[config.mk]
export PLATFORM = sky130hd
export DESIGN_NAME = mipsCore
export DESIGN_NICKNAME = d
export VERILOG_FILES = /design/src/isaPkg.sv /design/src/ctrlPkg.sv /design/src/controlUnit.sv /design/src/alu.sv /design/src/regFile.sv /design/src/pcUnit.sv /design/src/mipsCore.sv
export SDC_FILE = /design/constraint.sdc
export NUM_CORES = 2
export LEC_CHECK = 0
export ABC_AREA = 1
export BUFFER_PORTS_ARGS = -buffer_cell sky130_fd_sc_hd__buf_2
export CORE_MARGIN = 1.5
export CORE_UTILIZATION = 40
export CTS_BUF_LIST = sky130_fd_sc_hd__clkbuf_4 sky130_fd_sc_hd__clkbuf_8 sky130_fd_sc_hd__clkbuf_16
export DETAILED_ROUTE_END_ITERATION = 12
export SLEW_MARGIN = 20
export SYNTH_ARGS = -nofsm -noshare
export SYNTH_HDL_FRONTEND = slang
export SYNTH_HIERARCHICAL = 1
export SYNTH_SLANG_ARGS = --single-unit
[constraint.sdc]
create_clock -name clk -period 13.6 [get_ports clk]
set_clock_uncertainty 0.15 [all_clocks]
set_input_delay 2.72 -clock clk [delete_from_list [all_inputs] [get_ports clk]]
set_output_delay 2.72 -clock clk [all_outputs]
set_load 0.05 [all_outputs]
[src/isaPkg.sv]
// instruction set constants for the single-cycle MIPS subset
// field widths, opcode and funct codes; imported by the core and the testbench
`default_nettype none

package isaPkg;

  // ==========================================================================
  // field widths
  // ==========================================================================
  localparam int dataWidth      = 32;
  localparam int regAddrWidth   = 5;
  localparam int immWidth       = 16;
  localparam int jumpFieldWidth = 26;
  // data memory is 128 words
  localparam int memAddrWidth   = 7;
  localparam int opWidth        = 6;
  localparam int fnWidth        = 6;

  // ==========================================================================
  // opcodes, instr[31:26]
  // ==========================================================================
  localparam logic [opWidth-1:0] opR   = 6'h00;
  localparam logic [opWidth-1:0] opLw  = 6'h23;
  localparam logic [opWidth-1:0] opSw  = 6'h2b;
  localparam logic [opWidth-1:0] opBeq = 6'h04;
  localparam logic [opWidth-1:0] opJ   = 6'h02;
  localparam logic [opWidth-1:0] opJal = 6'h03;

  // funct codes, only meaningful with opR
  localparam logic [fnWidth-1:0] fnAdd = 6'h20;
  localparam logic [fnWidth-1:0] fnSub = 6'h22;
  localparam logic [fnWidth-1:0] fnAnd = 6'h24;
  localparam logic [fnWidth-1:0] fnOr  = 6'h25;
  localparam logic [fnWidth-1:0] fnSlt = 6'h2a;

  // return address register for jal
  localparam logic [regAddrWidth-1:0] linkReg = 5'd31;

endpackage

`default_nettype wire

[src/ctrlPkg.sv]
// control encodings shared by decode and execute
// ALU operation codes and the coarse operation class out of the main decoder
`default_nettype none

package ctrlPkg;

  // class chosen from the opcode alone
  typedef enum logic [1:0] {
    // lw and sw address add
    memAddr = 2'b00,
    // beq subtract for equality
    compare = 2'b01,
    // operation taken from funct
    rType   = 2'b10
  } aluOpClass;

  // ==========================================================================
  // resolved ALU operation
  // ==========================================================================
  typedef enum logic [3:0] {
    aluAnd = 4'b0000,
    aluOr  = 4'b0001,
    aluAdd = 4'b0010,
    aluSub = 4'b0110,
    aluSlt = 4'b0111,
    // unsupported funct, result forced to zero
    aluBad = 4'b1111
  } aluCtrl;

endpackage

`default_nettype wire

[src/controlUnit.sv]
// main decoder of the single-cycle core
// opcode and funct in, datapath control levels and the resolved ALU op out
`timescale 1ns/1ps
`default_nettype none

module controlUnit import isaPkg::*, ctrlPkg::*; (
  input  logic [opWidth-1:0] opcode,
  input  logic [fnWidth-1:0] funct,
  output logic               regDst,
  output logic               aluSrc,
  output logic               memToReg,
  output logic               regWrite,
  output logic               memWrite,
  output logic               branch,
  output logic               jump,
  output logic               link,
  output aluCtrl             aluOp
);

  aluOpClass opClass;

  // ==========================================================================
  // opcode decode
  // ==========================================================================
  always_comb begin
    // everything off unless the opcode says otherwise
    regDst   = 1'b0;
    aluSrc   = 1'b0;
    memToReg = 1'b0;
    regWrite = 1'b0;
    memWrite = 1'b0;
    branch   = 1'b0;
    jump     = 1'b0;
    link     = 1'b0;
    opClass  = memAddr;
    case (opcode)
      opR: begin
        // rd destination, funct picks the op
        regDst   = 1'b1;
        regWrite = 1'b1;
        opClass  = rType;
      end
      opLw: begin
        aluSrc   = 1'b1;
        memToReg = 1'b1;
        regWrite = 1'b1;
      end
      opSw: begin
        aluSrc   = 1'b1;
        memWrite = 1'b1;
      end
      opBeq: begin
        // rs - rt, zero flag decides
        branch  = 1'b1;
        opClass = compare;
      end
      opJ: begin
        jump = 1'b1;
      end
      opJal: begin
        // writes pc+8 into linkReg
        jump     = 1'b1;
        link     = 1'b1;
        regWrite = 1'b1;
      end
      default: begin
        // unknown opcode behaves as a nop
        opClass = memAddr;
      end
    endcase
  end

  // class plus funct to one alu code
  always_comb begin
    case (opClass)
      memAddr: aluOp = aluAdd;
      compare: aluOp = aluSub;
      rType: begin
        case (funct)
          fnAdd:   aluOp = aluAdd;
          fnSub:   aluOp = aluSub;
          fnAnd:   aluOp = aluAnd;
          fnOr:    aluOp = aluOr;
          fnSlt:   aluOp = aluSlt;
          default: aluOp = aluBad;
        endcase
      end
      default: aluOp = aluBad;
    endcase
  end

endmodule

`default_nettype wire

[src/alu.sv]
// 32-bit ALU for the execute stage
// add, sub, and, or and unsigned set-less-than, with a zero flag for beq
`timescale 1ns/1ps
`default_nettype none

module alu import isaPkg::*, ctrlPkg::*; (
  input  logic [dataWidth-1:0] a,
  input  logic [dataWidth-1:0] b,
  input  aluCtrl               op,
  output logic [dataWidth-1:0] result,
  output logic                 zero
);

  // ==========================================================================
  // operation select
  // ==========================================================================
  always_comb begin
    case (op)
      aluAdd: result = a + b;
      aluSub: result = a - b;
      aluAnd: result = a & b;
      aluOr:  result = a | b;
      // unsigned compare, one in bit 0
      aluSlt: result = (a < b) ? {{(dataWidth-1){1'b0}}, 1'b1} : '0;
      // aluBad and anything else
      default: result = '0;
    endcase
  end

  // set for any op, only branch logic looks at it
  assign zero = (result == '0);

endmodule

`default_nettype wire

[src/regFile.sv]
// general purpose register file, 32 x 32
// two combinational read ports, one write port on the rising clock edge
`timescale 1ns/1ps
`default_nettype none

module regFile import isaPkg::*; (
  input  logic                    clk,
  input  logic                    rst,
  input  logic                    writeEn,
  input  logic [regAddrWidth-1:0] readAddrA,
  input  logic [regAddrWidth-1:0] readAddrB,
  input  logic [regAddrWidth-1:0] writeAddr,
  input  logic [dataWidth-1:0]    writeData,
  output logic [dataWidth-1:0]    readDataA,
  output logic [dataWidth-1:0]    readDataB
);

  localparam int numRegs = 2 ** regAddrWidth;

  logic [dataWidth-1:0] regs [numRegs];

  // ==========================================================================
  // write port
  // ==========================================================================
  always_ff @(posedge clk or negedge rst) begin
    if (!rst) begin
      // whole file cleared on reset
      for (int i = 0; i < numRegs; i++) begin
        regs[i] <= '0;
      end
    end else if (writeEn && (writeAddr != '0)) begin
      // r0 is hardwired, writes dropped
      regs[writeAddr] <= writeData;
    end
  end

  // ==========================================================================
  // read ports
  // ==========================================================================
  // no write-through, new value visible next cycle
  assign readDataA = (readAddrA == '0) ? '0 : regs[readAddrA];
  assign readDataB = (readAddrB == '0) ? '0 : regs[readAddrB];

endmodule

`default_nettype wire

[src/pcUnit.sv]
// program counter and next-address logic
// jump has priority over a taken branch, else sequential pc+4
`timescale 1ns/1ps
`default_nettype none

module pcUnit import isaPkg::*; (
  input  logic                      clk,
  input  logic                      rst,
  input  logic                      branch,
  input  logic                      zero,
  input  logic                      jump,
  input  logic [immWidth-1:0]       immediate,
  input  logic [jumpFieldWidth-1:0] jumpField,
  output logic [dataWidth-1:0]      pc,
  output logic [dataWidth-1:0]      pcPlus8
);

  // bits of pc+4 kept on top of a jump target
  localparam int regionWidth = dataWidth - jumpFieldWidth - 2;

  logic [dataWidth-1:0] pcPlus4;
  logic [dataWidth-1:0] immExt;
  logic [dataWidth-1:0] branchTarget;
  logic [dataWidth-1:0] jumpTarget;
  logic [dataWidth-1:0] pcNext;

  assign pcPlus4 = pc + 32'd4;
  // jal return value
  assign pcPlus8 = pc + 32'd8;

  // ==========================================================================
  // target computation
  // ==========================================================================
  // word offset, sign extended then times four
  assign immExt       = {{(dataWidth-immWidth){immediate[immWidth-1]}}, immediate};
  assign branchTarget = pcPlus4 + {immExt[dataWidth-3:0], 2'b00};
  assign jumpTarget   = {pcPlus4[dataWidth-1 -: regionWidth], jumpField, 2'b00};

  always_comb begin
    if (jump) begin
      pcNext = jumpTarget;
    end else if (branch && zero) begin
      pcNext = branchTarget;
    end else begin
      pcNext = pcPlus4;
    end
  end

  // one instruction per cycle
  always_ff @(posedge clk or negedge rst) begin
    if (!rst) begin
      pc <= '0;
    end else begin
      pc <= pcNext;
    end
  end

endmodule

`default_nettype wire

[src/mipsCore.sv]
// single-cycle MIPS core top level, memories live outside
// fetch, decode, execute and write-back all settle within one clock cycle
`timescale 1ns/1ps
`default_nettype none

module mipsCore import isaPkg::*, ctrlPkg::*; (
  input  logic                    clk,
  input  logic                    rst,
  output logic [dataWidth-1:0]    instrAddr,
  input  logic [dataWidth-1:0]    instr,
  output logic [memAddrWidth-1:0] memAddr,
  output logic [dataWidth-1:0]    memWdata,
  output logic                    memWen,
  input  logic [dataWidth-1:0]    memRdata,
  output logic [dataWidth-1:0]    rfWriteData
);

  // instruction fields
  logic [opWidth-1:0]        opcode;
  logic [fnWidth-1:0]        funct;
  logic [regAddrWidth-1:0]   rs;
  logic [regAddrWidth-1:0]   rt;
  logic [regAddrWidth-1:0]   rd;
  logic [immWidth-1:0]       imm;
  logic [jumpFieldWidth-1:0] jumpField;

  // decode outputs
  logic   regDst;
  logic   aluSrc;
  logic   memToReg;
  logic   regWrite;
  logic   memWrite;
  logic   branch;
  logic   jump;
  logic   link;
  aluCtrl aluOp;

  // datapath
  logic [dataWidth-1:0]    readDataA;
  logic [dataWidth-1:0]    readDataB;
  logic [dataWidth-1:0]    immExt;
  logic [dataWidth-1:0]    aluB;
  logic [dataWidth-1:0]    aluResult;
  logic                    aluZero;
  logic [regAddrWidth-1:0] writeReg;
  logic [dataWidth-1:0]    pcPlus8;

  // ==========================================================================
  // field split
  // ==========================================================================
  assign opcode    = instr[31:26];
  assign rs        = instr[25:21];
  assign rt        = instr[20:16];
  assign rd        = instr[15:11];
  assign funct     = instr[fnWidth-1:0];
  assign imm       = instr[immWidth-1:0];
  assign jumpField = instr[jumpFieldWidth-1:0];

  pcUnit uPc (
    .clk       (clk),
    .rst       (rst),
    .branch    (branch),
    .zero      (aluZero),
    .jump      (jump),
    .immediate (imm),
    .jumpField (jumpField),
    .pc        (instrAddr),
    .pcPlus8   (pcPlus8)
  );

  controlUnit uCtrl (
    .opcode   (opcode),
    .funct    (funct),
    .regDst   (regDst),
    .aluSrc   (aluSrc),
    .memToReg (memToReg),
    .regWrite (regWrite),
    .memWrite (memWrite),
    .branch   (branch),
    .jump     (jump),
    .link     (link),
    .aluOp    (aluOp)
  );

  regFile uRegs (
    .clk       (clk),
    .rst       (rst),
    .writeEn   (regWrite),
    .readAddrA (rs),
    .readAddrB (rt),
    .writeAddr (writeReg),
    .writeData (rfWriteData),
    .readDataA (readDataA),
    .readDataB (readDataB)
  );

  alu uAlu (
    .a      (readDataA),
    .b      (aluB),
    .op     (aluOp),
    .result (aluResult),
    .zero   (aluZero)
  );

  // ==========================================================================
  // selects
  // ==========================================================================
  // jal overrides the rt/rd choice
  assign writeReg = link ? linkReg : (regDst ? rd : rt);

  // immediate only for lw/sw address
  assign immExt = {{(dataWidth-immWidth){imm[immWidth-1]}}, imm};
  assign aluB   = aluSrc ? immExt : readDataB;

  // write-back: return address, load data or alu result
  always_comb begin
    if (link) begin
      rfWriteData = pcPlus8;
    end else if (memToReg) begin
      rfWriteData = memRdata;
    end else begin
      rfWriteData = aluResult;
    end
  end

  // data memory side, word address straight from the alu
  assign memAddr  = aluResult[memAddrWidth-1:0];
  assign memWdata = readDataB;
  // active low write strobe
  assign memWen   = !memWrite;

endmodule

`default_nettype wire

==> qor.csv <==
stage,metric,value,unit
setup_path,reg2regPathDepth,34,
setup_path,crit_required,10730,ps
grt,met2_usage,0.513,
grt,grt.met1_usage,0.441,
grt,grt.overflow.total,0,
yosys,synthArstFlopShare,1.00,
power,total_power,10.2,mW
cells_and_area,drive_above_1_share,0.0693,
sta,slew_headroom,0.204,
grt,grt_first_pass_wirelength,448000,um
grt,use_met3,0.0452,
clock_network,cts_tree,yes,
power,p_sw,4.08,mW
setup_path,rr_startpoint,uRegs/regs[102],
die,core_area,174000,sq um
sta,worst_pin_slew,1190,ps
sta,rsz0062_at_grt,no,
clock_network,cts_hold_buf,0,
die,ioPinCount,170,
placement,dp_hpwl,190000,um
die,die_width,422,um
cells_and_area,syn_to_final_growth,8.36,%
clock_network,cts_made_buffers,119,
route,first_pass_iters,8,
grt,grt_pass1_vias,68700,
setup_path,worstSetupStartpoint,instr[16],
yosys,postSynthCellCount,10900,
power,p_comb_frac,0.313,
setup_path,cp_slowest_cell,nor2_1,
setup_path,crit_top_cell,nand2_1,
grt,grt-busiest-layer,met2,
sta,fin_crit_sh,0.876,
grt,antenna_found_initial,6,
route,post_drt_wl_per_cell,23.2,um
clock_network,clk_path_buf_depth,3,
sta,report.final.slew_viol_count,0,
sta,final-hold-violation-count,0,
outcome,outcome,completed,
setup_path,reg2reg_to,uPc/pc[9],
sta,tns,0,ps
yosys,ys_seq_area_frac,0.375,
yosys,yosysWarnings,6,
clock_network,postCtsResizedCells,0,
route,remaining_drc_errors,0,
setup_path,critPathMaxStageDelay,670,ps
yosys,yosys.area.top_type,dfrtp_1,
route,vias,73700,
yosys,ys_types,51,
placement,port_buffers,167,
sta,post-route-min-period,11910,ps
setup_path,crit_path_end_kind,output pin,
clock_network,worstSkewPairLatency,800,ps
cells_and_area,fillCellCount,18400,
setup_path,critPathLaunchType,primary input,
setup_path,rrSetupSlack,6640,ps
die,start_util,0.404,
clock_network,post_cts_buffers,0,
power,max-vdd-ir-drop,0.119,mV
route,initialDrtViolationCount,9595,
yosys,synth_area,70400,sq um
hold_path,hold_path_class,reg2reg,
setup_path,endpoint,rfWriteData[9],
yosys,synth_area_per_cell,6.44,sq um
yosys,synth_top_cell_area_share,0.375,
setup_path,crit_path_max_fanout,110,
clock_network,clkTransAtPathRegs,60,ps
power,intPower,6.15,mW
route,antenna_left,0,
route,viasPerCell,5.69,
yosys,synth_edf_count,0,
setup_path,crit_type,in2out,
die,die_h,422,um
clock_network,cts_root_buf,clkbuf_16,
grt,track_usage,0.328,
grt,grt_max_degree,190,
power,p_clk_frac,0.332,
clock_network,cts_sinks,1054,
yosys,yosys-top-cells-area,"dfrtp_1 (37%), nand2_1 (21%), nand3_1 (12%), nor2_1 (5.4%), a21oi_1 (5.1%)",
sta,timing.fmax,83.9,MHz
power,p_sw_frac,0.399,
sta,setup_viol,0,
cells_and_area,final_net_count,10700,
power,p_seq_frac,0.355,
yosys,yosys_most_used_dff,dfrtp_1,
placement,gp_congestion,1.00,
run,drv_cap,0,
route,routed_wl,301000,um
yosys,synth.ff_latch_count,1054,
die,num_rows,153,
power,p_per_area,134,nW/um^2
die,design.die.area,178000,sq um
clock_network,htreeDepth,3,
setup_path,critical_path_arrival,9040,ps
power,leakagePower,37.0,nW
per-layer routing:
layer | wire, um | up-vias
li1 | - | 34100
met1 | 125000 | 35100
met2 | 134000 | 3729
met3 | 24400 | 713
met4 | 16900 | 4
met5 | 24 | -
through the flow:
step | utilization | std cells | hold slack [ps] | setup WS, ps | instance area (sq um)
floorplan | - | 10900 | 301 | 3680 | 70400
global placement | 0.414 | 12700 | 236 | 1680 | 72100
detailed placement | 0.414 | 12700 | 240 | 1740 | 72100
CTS | 0.438 | 13000 | 253 | 1730 | 76200
global route | 0.438 | 13000 | 264 | 1380 | 76200
finish | 0.438 | 13000 | 252 | 1690 | 76200
worst max-delay path, delay by kind of cell:
kind	cells	cell delay, ps
and+or+nand+nor	19	3030
buffers and inverters	9	2290
adders and majority gates	1	520
AOI/OAI and AO/OA	1	300
synth_stat cells, types with 7 or more instances:
cell and n:
o21ai_0 600, xnor2_1 9, and2_1 8, nor2_1 1021, a21oi_2 20, nand2_1 3869
inv_1 644, xor2_1 42, nand2_2 26, nand4_1 28, or2_2 7, o21ai_1 33
nor3_2 9, clkbuf_1 513, nand3_2 18, nand3b_1 14, buf_1 77, o21bai_1 16
nand3_1 1619, buf_2 159, buf_4 56, o211ai_1 18, a21oi_1 713, nor2_4 15
inv_2 31, nor2_2 26, o21ai_2 10, dfrtp_1 1054, o22ai_1 26, nor3_1 34
ha_1 138, buf_6 14
kinds of logic after synthesis:
| kind of cell | after synthesis | synth area share |
|---|---|---|
| AND/OR/NAND/NOR | 6716 | 0.399 |
| buffers and inverters | 1507 | 0.0880 |
| AO/OA/AOI/OAI | 1445 | 0.106 |
| flip-flops | 1054 | 0.375 |
| adder cells (fa/ha/maj) | 141 | 0.0254 |
| XOR/XNOR | 52 | 0.00658 |
| other | 1 | 0.0000533 |
cell usage in the layout, fill, tap and decap left out, drive strengths merged, types with 18 or more instances in the layout:
master	Yosys	layout
a21oi	733	733
buf	306	315
clkbuf	518	162
clkinv	5	55
dfrtp	1054	1054
ha	138	138
inv	678	674
nand2	3899	3899
nand3	1637	1637
nand4	28	28
nor2	1067	1067
nor3	45	45
o211ai	18	18
o21ai	643	643
o22ai	26	26
xor2	43	43
how the worst min path moves through the flow:
stage,start,endpoint,cells after the start
after floorplan,uRegs/regs[1000],uRegs/regs[1000],1
after global placement,uRegs/regs[1001],uRegs/regs[1001],0
after detailed placement,uRegs/regs[1001],uRegs/regs[1001],0
after CTS,uRegs/regs[1001],uRegs/regs[1001],0
after global routing,uRegs/regs[1020],uRegs/regs[1020],0
final,uRegs/regs[992],uRegs/regs[992],0
sequential cells by signal, summed over array words and instances, names as in the netlist:
name and count:
uRegs/regs 1024, uPc/pc 30
area by class of cell:
cell class                      instances  area [sq um]  share of cell area
Clock inverter                         59           629             0.00826
Sequential cell                      1054         26400               0.346
Inverter                              683          2620              0.0344
Clock buffer                          162          3500              0.0459
Tap cell                             2325          2910              0.0382
Multi-Input combinational cell       8358         37900               0.497
Timing Repair Buffer                  315          2300              0.0302
Antenna cell                            3          7.51           0.0000985
power by group through the flow:
| stage | Sequential [mW] | Clock [mW] | Combinational [mW] |
|---|---|---|---|
| 2_1_floorplan | 3.69 | 0 | 1.99 |
| 4_1_cts | 3.63 | 3.44 | 3.16 |
| 3_5_place_dp | 3.68 | 0 | 3.15 |
| 5_1_grt | 3.66 | 3.57 | 3.46 |
| 6_report | 3.64 | 3.39 | 3.20 |
| 3_3_place_gp | 3.67 | 0 | 3.14 |
No activity file was read; power rests on OpenSTA's default activity.
